$ cat src/design/powerPkg.sv
`default_nettype none

package powerPkg;

	//////////////////////////////////////////////////////////////////////
	// Operand and partial-product geometry
	//////////////////////////////////////////////////////////////////////

	// Signed I and Q operand width
	localparam int Width = 8;
	// One partial-product row and the width of a square
	localparam int RowWidth = 2 * Width;
	// Rows per operand from the signed squarer
	localparam int RowCount = Width / 2 + 1;
	// Flattened row set of one operand
	localparam int PPWidth = RowCount * RowWidth;
	// I^2 + Q^2 peaks at 2^15 and still fits
	localparam int PowerWidth = 2 * Width;
	localparam int TagWidth = 4;

	//////////////////////////////////////////////////////////////////////
	// Flow control
	//////////////////////////////////////////////////////////////////////

	// Input FIFO entries and upstream credits after reset
	localparam int QueueDepth = 4;
	// Output credits held after reset
	localparam int OutCredits = 4;
	localparam int PtrWidth = $clog2(QueueDepth);
	localparam int FillWidth = $clog2(QueueDepth + 1);
	localparam int CreditWidth = $clog2(OutCredits + 1);

	// One complex sample with its channel tag
	typedef struct packed {
		logic [TagWidth-1:0] tag;
		logic signed [Width-1:0] iVal;
		logic signed [Width-1:0] qVal;
	} sampleT;

endpackage

`default_nettype wire

$ cat src/design/ppLink.sv
`timescale 1ns/100ps
`default_nettype none

// Issue stage to reduction stage
interface ppLink;
	import powerPkg::*;

	logic valid;
	logic [TagWidth-1:0] tag;
	// Flattened in-phase row set
	logic [PPWidth-1:0] ppI;
	// Flattened quadrature row set
	logic [PPWidth-1:0] ppQ;

	// Link register side
	modport source (
		output valid, tag, ppI, ppQ
	);

	// Reducer side
	modport sink (
		input valid, tag, ppI, ppQ
	);

endinterface

`default_nettype wire

$ cat src/design/sampleQueue.sv
`timescale 1ns/100ps
`default_nettype none

module sampleQueue (
	input  logic clk,
	input  logic rst,
	input  logic inValid,
	input  powerPkg::sampleT inSample,
	input  logic outCredit,
	output powerPkg::sampleT head,
	output logic issue,
	output logic inCredit
);
	import powerPkg::*;

	// Sample storage
	sampleT mem [QueueDepth];
	logic [PtrWidth-1:0] wrPtr;
	logic [PtrWidth-1:0] rdPtr;
	// Occupancy from 0 to QueueDepth
	logic [FillWidth-1:0] fill;
	// Output credits still held
	logic [CreditWidth-1:0] creditCnt;

	// Pop only with a sample and room downstream
	assign issue = (fill != '0) && (creditCnt != '0);
	assign head = mem[rdPtr];

	//////////////////////////////////////////////////////////////////////
	// Storage write
	//////////////////////////////////////////////////////////////////////

	always_ff @(posedge clk) begin
		if (inValid) begin
			mem[wrPtr] <= inSample;
		end
	end

	//////////////////////////////////////////////////////////////////////
	// Pointers and occupancy
	//////////////////////////////////////////////////////////////////////

	always_ff @(posedge clk) begin
		if (rst) begin
			wrPtr <= '0;
			rdPtr <= '0;
			fill <= '0;
		end else begin
			// Pointers wrap at QueueDepth
			if (inValid) begin
				wrPtr <= (wrPtr == PtrWidth'(QueueDepth - 1)) ? '0 : wrPtr + 1'b1;
			end
			if (issue) begin
				rdPtr <= (rdPtr == PtrWidth'(QueueDepth - 1)) ? '0 : rdPtr + 1'b1;
			end
			fill <= fill + FillWidth'(inValid) - FillWidth'(issue);
		end
	end

	//////////////////////////////////////////////////////////////////////
	// Credits in both directions
	//////////////////////////////////////////////////////////////////////

	always_ff @(posedge clk) begin
		if (rst) begin
			inCredit <= 1'b0;
			creditCnt <= CreditWidth'(OutCredits);
		end else begin
			// One upstream credit per popped entry
			inCredit <= issue;
			// Issue spends and outCredit refunds so that both together cancel
			case ({issue, outCredit})
				2'b10: creditCnt <= creditCnt - 1'b1;
				2'b01: creditCnt <= creditCnt + 1'b1;
				default: creditCnt <= creditCnt;
			endcase
		end
	end

endmodule

`default_nettype wire

$ cat src/design/sqrPPGenSgn.sv
`timescale 1ns/100ps
`default_nettype none

// Rows of a signed square whose plain modulo sum gives x*x
module sqrPPGenSgn #(
	parameter int width = 8
) (
	input  logic [width-1:0] x,
	output logic [(width/2+1)*2*width-1:0] pp
);

	localparam int rowW = 2 * width;
	localparam int rows = width / 2 + 1;
	localparam int msb = width - 1;

	logic [rowW-1:0] row [rows];

	always_comb begin
		for (int r = 0; r < rows; r++) begin
			row[r] = '0;
		end

		// Cross terms below the sign row taken once at doubled weight
		for (int i = 0; i < msb / 2; i++) begin
			for (int k = i + 1; k < msb - i; k++) begin
				row[i][i+k+1] = x[i] & x[k];
			end
		end

		// Inverted sign row turns the negative weight into a plain add
		for (int k = 0; k < msb; k++) begin
			row[0][width+k] = x[msb] & ~x[k];
		end

		// Remaining upper cross terms folded into higher rows
		for (int i = 1; i < width / 2; i++) begin
			for (int k = i; k < msb - i; k++) begin
				row[i][width-i+k] = x[msb-i] & x[k];
			end
		end

		// Diagonal bits since x(i)*x(i) is just x(i)
		for (int i = 0; i <= msb / 2; i++) begin
			row[i][2*i] = x[i];
		end
		for (int i = 1; i <= width / 2; i++) begin
			row[i][rowW-2*i] = x[width-i];
		end

		// Constants completing the two's complement of the sign row
		row[0][rowW-1] = ~x[msb];
		row[1][rowW-1] = 1'b1;
		if (width % 2 == 0) begin
			row[width/2-1][msb] = x[msb];
			row[width/2][msb] = x[msb];
		end else begin
			row[width/2][width] = x[msb];
		end

		// Flatten with row 0 in the low bits
		for (int r = 0; r < rows; r++) begin
			pp[r*rowW +: rowW] = row[r];
		end
	end

endmodule

`default_nettype wire

$ cat src/design/ppReduce.sv
`timescale 1ns/100ps
`default_nettype none

module ppReduce (
	input  logic clk,
	input  logic rst,
	ppLink.sink link,
	output logic outValid,
	output logic [powerPkg::TagWidth-1:0] outTag,
	output logic [powerPkg::PowerWidth-1:0] outPower
);
	import powerPkg::*;

	// Both operands' rows in one pool
	localparam int TotalRows = 2 * RowCount;

	logic [PowerWidth-1:0] rowArr [TotalRows];
	logic [PowerWidth-1:0] sumNext;
	logic [PowerWidth-1:0] carryNext;
	// Carry-save stage registers
	logic [PowerWidth-1:0] sumR;
	logic [PowerWidth-1:0] carryR;
	logic [TagWidth-1:0] tagR;
	logic validR;

	// I rows first and Q rows after
	always_comb begin
		for (int r = 0; r < RowCount; r++) begin
			rowArr[r] = link.ppI[r*RowWidth +: RowWidth];
			rowArr[RowCount+r] = link.ppQ[r*RowWidth +: RowWidth];
		end
	end

	//////////////////////////////////////////////////////////////////////
	// Layered 3:2 compression down to sum and carry
	//////////////////////////////////////////////////////////////////////

	always_comb begin
		logic [PowerWidth-1:0] lvl [TotalRows];
		logic [PowerWidth-1:0] nxt [TotalRows];
		int n;
		int g;
		lvl = rowArr;
		n = TotalRows;
		g = 0;
		for (int l = 0; l < TotalRows; l++) begin
			if (n > 2) begin
				g = n / 3;
				for (int k = 0; k < TotalRows; k++) begin
					nxt[k] = '0;
				end
				// Full-adder row per group of three
				for (int k = 0; k < TotalRows / 3; k++) begin
					if (k < g) begin
						nxt[2*k] = lvl[3*k] ^ lvl[3*k+1] ^ lvl[3*k+2];
						// MSB carry drops off since the sum is modulo 2^PowerWidth
						nxt[2*k+1] = ((lvl[3*k] & lvl[3*k+1]) | (lvl[3*k] & lvl[3*k+2])
							| (lvl[3*k+1] & lvl[3*k+2])) << 1;
					end
				end
				// Up to two leftover rows pass straight down
				for (int k = 0; k < 2; k++) begin
					if (3 * g + k < n) begin
						nxt[2*g+k] = lvl[3*g+k];
					end
				end
				n = n - g;
				lvl = nxt;
			end
		end
		sumNext = lvl[0];
		carryNext = lvl[1];
	end

	//////////////////////////////////////////////////////////////////////
	// Carry-save register then final add
	//////////////////////////////////////////////////////////////////////

	always_ff @(posedge clk) begin
		if (rst) begin
			validR <= 1'b0;
			outValid <= 1'b0;
		end else begin
			validR <= link.valid;
			outValid <= validR;
		end
	end

	always_ff @(posedge clk) begin
		sumR <= sumNext;
		carryR <= carryNext;
		tagR <= link.tag;
		// Carry-propagate add is exact since the power fits
		outPower <= sumR + carryR;
		outTag <= tagR;
	end

endmodule

`default_nettype wire

$ cat src/design/powerDetect.sv
`timescale 1ns/100ps
`default_nettype none

module powerDetect (
	input  logic clk,
	input  logic rst,
	// Upstream
	input  logic inValid,
	input  logic [powerPkg::TagWidth-1:0] inTag,
	input  logic signed [powerPkg::Width-1:0] inI,
	input  logic signed [powerPkg::Width-1:0] inQ,
	output logic inCredit,
	// Downstream
	output logic outValid,
	output logic [powerPkg::TagWidth-1:0] outTag,
	output logic [powerPkg::PowerWidth-1:0] outPower,
	input  logic outCredit
);
	import powerPkg::*;

	sampleT inSample;
	sampleT head;
	logic issue;
	// Row sets from the squarers off the queue head
	logic [PPWidth-1:0] ppINext;
	logic [PPWidth-1:0] ppQNext;

	assign inSample = '{tag: inTag, iVal: inI, qVal: inQ};

	sampleQueue sampleQueue_i (
		.clk(clk),
		.rst(rst),
		.inValid(inValid),
		.inSample(inSample),
		.outCredit(outCredit),
		.head(head),
		.issue(issue),
		.inCredit(inCredit)
	);

	// I and Q squared side by side
	sqrPPGenSgn #(.width(Width)) sqrPPGenI_i (.x(head.iVal), .pp(ppINext));
	sqrPPGenSgn #(.width(Width)) sqrPPGenQ_i (.x(head.qVal), .pp(ppQNext));

	ppLink link ();

	//////////////////////////////////////////////////////////////////////
	// Link register loaded on issue
	//////////////////////////////////////////////////////////////////////

	always_ff @(posedge clk) begin
		if (rst) begin
			link.valid <= 1'b0;
		end else begin
			link.valid <= issue;
		end
	end

	// Payload holds between issues
	always_ff @(posedge clk) begin
		if (issue) begin
			link.tag <= head.tag;
			link.ppI <= ppINext;
			link.ppQ <= ppQNext;
		end
	end

	ppReduce ppReduce_i (
		.clk(clk),
		.rst(rst),
		.link(link.sink),
		.outValid(outValid),
		.outTag(outTag),
		.outPower(outPower)
	);

endmodule

`default_nettype wire

$ cat config.mk
export PLATFORM = sky130hd
export DESIGN_NAME = powerDetect
export DESIGN_NICKNAME = d
export VERILOG_FILES = /design/src/design/powerPkg.sv /design/src/design/ppLink.sv /design/src/design/sampleQueue.sv /design/src/design/sqrPPGenSgn.sv /design/src/design/ppReduce.sv /design/src/design/powerDetect.sv
export SDC_FILE = /design/constraint.sdc
export NUM_CORES = 1
export LEC_CHECK = 0
export BUFFER_PORTS_ARGS = -buffer_cell sky130_fd_sc_hd__buf_4
export CORE_ASPECT_RATIO = 0.9
export CORE_MARGIN = 2
export CORE_UTILIZATION = 60
export DETAILED_ROUTE_END_ITERATION = 8
export PLACE_DENSITY = 0.79
export RECOVER_POWER = 50
export REMOVE_ABC_BUFFERS = 1
export SYNTH_ARGS = -nofsm -noshare
export SYNTH_HDL_FRONTEND = slang
export SYNTH_HIERARCHICAL = 1
export SYNTH_SLANG_ARGS = --single-unit
$ cat constraint.sdc
create_clock -name clk -period 6.3 [get_ports clk]
set_input_delay 1.26 -clock clk [delete_from_list [all_inputs] [get_ports clk]]
set_output_delay 1.26 -clock clk [all_outputs]
set_load 0.05 [all_outputs]
# After elaboration in Yosys (flattened, before gate mapping)
# Memories as Yosys holds them, arrays and structs flattened. A register that Yosys moved wholly into a read port is not among the register bits.
# Index checks and enable logic that the tools add are counted.
[op_classes] bitwise_logic=128 n_eq_ne=4 reduce_logical=4 addsub=7 muxes=7
[op_table] operator="bitwise OR 15 bit" count=15
[op_table] operator="bitwise AND 15 bit" count=14
[op_table] operator="bitwise XOR 16 bit" count=10
[op_table] operator="bitwise AND 1 bit" count=56
[op_table] operator="bitwise AND 15 x 13 -> 15 bit" count=3
[op_table] operator="bitwise XOR 16 x 13 -> 16 bit" count=2
[op_table] operator="bitwise AND 15 x 9 -> 15 bit" count=2
[op_table] operator="adder 16 bit" count=1
[op_table] operator="inverter 1 bit" count=16
[op_table] operator="bitwise XOR 11 x 16 -> 16 bit" count=1
[op_table] operator="bitwise XOR 16 x 11 -> 16 bit" count=1
[op_table] operator="bitwise XOR 16 x 9 -> 16 bit" count=1
[op_table] operator="bitwise AND 11 x 15 -> 15 bit" count=1
[op_table] operator="bitwise AND 15 x 11 -> 15 bit" count=1
[op_table] operator="bitwise AND 9 x 15 -> 15 bit" count=1
[op_table] operator="bitwise OR 15 x 13 -> 15 bit" count=1
[op_table] operator="bitwise AND 13 x 11 -> 13 bit" count=1
[op_table] operator="bitwise AND 11 x 9 -> 11 bit" count=1
[op_table] operator="bitwise XOR 11 x 9 -> 11 bit" count=1
[op_table] operator="two-way mux 2 bit" count=4
[op_table] operator="equality test 2 bit, second input constant" count=3
[op_table] operator="case mux 3 bit (2 select lines)" count=1
[op_table] operator="nonzero test 3 bit" count=2
[op_table] operator="adder 2 x 1 -> 2 bit, second input constant" count=2
[op_table] operator="other kinds (8)" count=9
[word_totals] mem_count=1 ff_bits=150 ramBits=80
[memory_table] name="sampleQueue_i.mem" words=4 word_bits=20 rd=1 rd_ports_with_merged_regs=1 wr=1 line_no="sampleQueue.sv:17" source="sampleT mem [QueueDepth];"

# Longest topological paths before layout
[logic_depth] ltp_word=15 depth_mapped=11 ltp_nobuf=11

# Hierarchy
# Netlist, hierarchy kept.
[modules_own_cells] module="powerDetect" area_per_inst_um2=4958.5 seq_area_each_um2=4944.7 n_inst=1 cells_per_inst=166
[modules_own_cells] module="ppReduce" area_per_inst_um2=4822.1 seq_area_each_um2=1141.1 n_inst=1 cells_per_inst=421
[modules_own_cells] module="sampleQueue" area_per_inst_um2=3517.1 seq_area_each_um2=2662.6 n_inst=1 cells_per_inst=170
[modules_own_cells] module="sqrPPGenSgn" area_per_inst_um2=569.3 seq_area_each_um2=0.0 n_inst=2 cells_per_inst=82

# Least setup slack after synthesis
# Ideal clock, no wire load.
[synth_timing] path_kind="register to register" startpoint="reg sampleQueue_i.creditCnt[0]" endpoint="reg sampleQueue_i.fill[2]" slack_ns=0.698 required_time_ns=6.222 period_less_slack_ns=5.602 stages_incl_launch_ff=12 setup_time_ns=0.078 t_arrival_ns=5.524 n_path_buf=0 cell_sequence="dfxtp_1 -> or3_1 -> nand2_1 -> inv_1 -> ha_1 -> inv_1 -> ha_1 -> inv_1 -> fa_1 -> xor2_1 -> and2_2 -> nor3_1"
[synth_between] elab_chain_len=3
[synth_lines] element="from (decl)" line_no="sampleQueue.sv:23" source="logic [CreditWidth-1:0] creditCnt;"
[synth_lines] element="from (signal assigned)" line_no="sampleQueue.sv:67" source="creditCnt <= CreditWidth'(OutCredits);"
[synth_lines] element="from (signal assigned)" line_no="sampleQueue.sv:73" source="2'b10: creditCnt <= creditCnt - 1'b1;"
[synth_lines] element="from (signal assigned)" line_no="sampleQueue.sv:74" source="2'b01: creditCnt <= creditCnt + 1'b1;"
[synth_lines] element="nonzero test 3 bit" line_no="sampleQueue.sv:26" source="assign issue = (fill != '0) && (creditCnt != '0);"
[synth_lines] element="logical AND 1 bit" line_no="sampleQueue.sv:26"
[synth_lines] element="net issue" line_no="powerDetect.sv:23" source="logic issue;"
[synth_lines] element="subtractor 3 x 1 -> 3 bit" line_no="sampleQueue.sv:56" source="fill <= fill + FillWidth'(inValid) - FillWidth'(issue);"
[synth_lines] element="to (signal assigned)" line_no="sampleQueue.sv:56"
[synth_lines] element="to (decl)" line_no="sampleQueue.sv:21" source="logic [FillWidth-1:0] fill;"
# The timed path passes the listed nets, and every way through them passes these cells.
# A chain may end at the register's enable or synchronous reset.

==> impl.org <==
** Run status
- Run status :: complete, but fails checks
- The final reports fail on DRC.

** GRT
- First-pass GRT wire length :: 33800 um
- Maximum number of pins on one net before global-route repair :: 87
- Global-route usage over all layers :: 0.174
- The via count of the first global-routing pass is 6805.
- Overflow left after global routing :: 0
- Initial antenna violation count :: 0

** Synthesis
- Area share of the largest cell type after synthesis :: 0.508
- Leading post-synthesis cells by cell area :: edfxtp_1 (51%), fa_1 (16%), dfxtp_1 (9.8%), buf_4 (5.4%), inv_1 (4.1%)
- The netlist uses 43 different library cells.
- Synthesis inferred 315 register bits.
- Yosys mapped a number of flops with a built-in enable equal to around 240.
- Post-Synthesis Mean Instance Area :: 15.7 um2
- Synthesis produced a netlist whose cell count is 921.
- Async set or reset register ratio after synthesis :: 0
- Multiplexer area fraction after synthesis :: 0.0340
- Area fraction in compound gates after synthesis :: 0.0188
- Of the total synthesized cell area, the portion taken by AND, OR, NAND and NOR gates is 0.0406.
- In this run the cell area of the synthesized design comes to 14400 um2.
- Top cell type by total area after synthesis :: edfxtp_1
- Largest family of logic cells by synthesized area :: adder cells
- Post-synth top flop :: edfxtp_1
- Part of the Yosys area used for sequential elements :: 0.606
- Adder and majority gate portion of the synthesized area :: 0.184
- Yosys printed 6 warnings.
- Xor and xnor fraction of the mapped netlist area :: 0.0194

** Finish
- From synthesis to final layout, the design area changed by 7.79%.
- In the final layout, the share of cells above drive strength 1 is 0.101.
- Net count, final :: between 1000 and 1500
- Antenna fix cells :: 0
- The layout has 1645 filler cells.

** Timing
- Actual slew at the worst max-slew pin :: 1.09 ns
- Headroom to the max-slew limit came out at 0.276.
- On the final layout, the worst clock skew is about 0.0067 ns.
- Setup repair after global routing left no endpoint under its margin.
- Across all hold checks on the routed design, the worst slack comes to 0.327 ns.
- Timing would allow up to 312 MHz.
- Final setup vio count :: 0
- Count of endpoints failing hold in the final timing report :: 0
- Setup TNS :: 0 ns
- The final max-slew violation count was 0.
- For the finished layout, the period the worst path requires is 3.21 ns.
- In the finished design, the share of the clock period the worst path needs comes to 0.509.

** Floorplanning
- Overall die height :: 151 um
- The floorplan step defined a die boundary enclosing between 20000 and 30000 um2.
- The die is 168 um wide.
- In this run the count of I/O pins placed on the die edge is 46.
- Cell Rows :: between 50 and 60
- Core area :: about 23000 um2
- Starting density of the core :: 0.615

** Clock tree
- Counting the buffers created by CTS gives 30.
- The clock net in this run drives a total of 315 sinks.
- Post-CTS repair timing setup buffer count :: 0
- The clock passes through at most 3 buffers.
- CTS built an H-tree with a depth of 1.
- In this run the clock root is driven by a clkbuf_16.
- CTS hold repair buffers :: 0
- Gates resized during post-CTS repair numbered 0.
- TritonCTS clock tree :: done
- Clock-pin slew was measured on the worst setup and hold paths at about 0.060 ns.
- Clock latency at the later pin of the worst-skew pair :: 0.55 ns

** Placed design
- Summed over all nets, the half-perimeter wirelength after detailed placement is 13100 um.
- Input and output buffers added on the ports amount to 45.
- Routability-driven placement finished with a final weighted congestion of 0.785.

** Worst setup path
- Crit path capture :: ppReduce_i/sumR[13]$_DFF_P_
- The largest single stage delay on the critical path is 0.56 ns.
- The startpoint identified for the worst register-to-register timing path is link.ppQ[29]$_DFFE_PP_.
- In this design, the critical path's most frequently occurring cell is fa_1.
- Worst-path cell with the longest stage delay :: fa_1
- The worst setup path is of the reg2reg kind.
- For the worst flop-to-flop path, the logic depth is 7.
- The worst setup path is captured at a flip-flop.
- Across all register-to-register paths, the minimum setup slack is 3.09 ns.
- Worst EP required :: 6.73 ns
- The worst register-to-register path ends at ppReduce_i/sumR[13]$_DFF_P_.
- The worst setup path is launched from a flip-flop.
- STA puts the critical path data arrival time at 3.64 ns.
- The critical path goes through fa_1, inv_1, fa_1, fa_1, inv_1, fa_1, fa_1.
- CP max FO :: 1
- Critical Path Source :: link.ppQ[29]$_DFFE_PP_

** Routing
- Detailed-route wire length :: 20500 um
- Antenna-violating nets left :: 0
- For this run, design rule violations remaining after detail routing come to 8.
- Vias :: roughly 6400
- DR vias/cell :: 4.90
- In this run, the number of DRC markers left after iteration 0 of detailed routing was 363.
- Average wire length per cell after detail routing :: 15.8 um
- Number of iterations in the first detailed-routing pass :: 6

** Min path
- Tightest Hold Check Type :: reg2reg

** Run
- Maximum capacitance violations :: 0
==> flip-flops by register name (all words and copies together) (netlist names), 2 cells and up, named ones only <==
register                 count
link.ppI                    80
link.ppQ                    80
sampleQueue_i/mem           80
ppReduce_i/outPower         16
ppReduce_i/sumR             16
ppReduce_i/carryR           15
link.tag                     4
ppReduce_i/outTag            4
ppReduce_i/tagR              4
sampleQueue_i/creditCnt      3
sampleQueue_i/fill           3
sampleQueue_i/rdPtr          2
sampleQueue_i/wrPtr          2
==> how the worst min path moves through the flow <==
stage | cells after the start | to | slack, ns | from
after floorplan | 0 | ppReduce_i/outPower[0]$_DFF_P_ | 0.31 | ppReduce_i/sumR[0]$_DFF_P_
after global placement | 0 | ppReduce_i/outPower[0]$_DFF_P_ | 0.31 | ppReduce_i/sumR[0]$_DFF_P_
after detailed placement | 0 | ppReduce_i/outPower[0]$_DFF_P_ | 0.31 | ppReduce_i/sumR[0]$_DFF_P_
after CTS | 0 | ppReduce_i/outPower[0]$_DFF_P_ | 0.33 | ppReduce_i/sumR[0]$_DFF_P_
after global routing | 0 | ppReduce_i/outPower[0]$_DFF_P_ | 0.33 | ppReduce_i/sumR[0]$_DFF_P_
final | 0 | ppReduce_i/outPower[0]$_DFF_P_ | 0.33 | ppReduce_i/sumR[0]$_DFF_P_
==> per-layer routing <==
| metal | vias to the layer above | track usage | share of wire |
|---|---|---|---|
| met1 | 3205 | 0.229 | 0.42 |
| li1 | 2951 | - | - |
| met5 | - | 0 | 0 |
| met3 | 47 | 0.0363 | 0.060 |
| met2 | 154 | 0.295 | 0.49 |
| met4 | 0 | 0.0587 | 0.030 |
==> cell usage after synthesis, types with 2 or more instances <==
cell	count
nand3_1	3
nor2_1	13
o21ai_2	3
xor2_1	10
mux4_2	20
buf_2	2
nand2b_1	2
edfxtp_1	244
a21o_1	6
dfxtp_1	71
mux2i_1	4
nand2_1	5
conb_1	4
a21oi_1	7
nor2b_1	17
inv_1	157
nor3_1	5
o21ai_0	7
o21ai_1	2
xnor2_1	22
and2_1	47
o21bai_1	2
ha_1	27
fa_1	116
buf_4	104
o21a_1	4
==> logic make-up (layout without fill, tap and decap cells) <==
family	Yosys count	count (layout)
buffers and inverters	264	260
other	4	82
AND/OR/NAND/NOR	100	100
flip-flops	315	315
XOR/XNOR	32	32
AO/OA/AOI/OAI	39	39
multiplexers	24	24
adder cells (fa/ha/maj)	143	143
==> through the flow <==
| step | instance area, um2 | std cells | setup WS, ns | util |
|---|---|---|---|---|
| 2_1_floorplan | 13900 | 892 | 0.698 | - |
| 3_3_place_gp | 14700 | 1241 | 3.16 | 0.625 |
| 3_5_place_dp | 14700 | 1241 | 3.14 | 0.625 |
| 4_1_cts | 15700 | 1297 | 3.07 | 0.667 |
| 5_1_grt | 15600 | 1297 | 3.00 | 0.663 |
| 6_report | 15600 | 1297 | 3.09 | 0.663 |
==> placed cells by master, fill, tap and decap left out, types with 5 or more instances in the layout <==
master / instances
a21oi_1: 7
clkinv_1: 7
nor2b_1: 17
nand2_1: 5
fa_1: 116
and2_0: 11
inv_1: 156
buf_4: 26
conb_1: 82
clkinv_2: 8
and2_1: 36
a21o_1: 6
dfxtp_1: 71
ha_1: 27
mux4_2: 20
xor2_1: 10
xnor2_1: 22
nor3_1: 5
clkbuf_1: 25
clkbuf_16: 30
o21ai_0: 10
nor2_1: 13
edfxtp_1: 244
==> critical path: cells and delay by family (launching register included) <==
family | cells | cell delay, ns
adders and majority gates | 5 | 2.59
buffers and inverters | 2 | 0.11
DFF | 1 | 0.40
==> area by class of cell <==
cell class	instances	area [um2]	area share
inverter	157	594	0.0382
sequential	315	8750	0.562
clock inverter	22	215	0.0138
timing repair buffer	47	274	0.0176
tap	302	378	0.0243
clock buffer	34	766	0.0492
multi-input combinational	420	4590	0.295
Power is left out: the tool's default activity adds up to more than one toggle a clock period on the data nets, which glitch-free logic cannot reach.
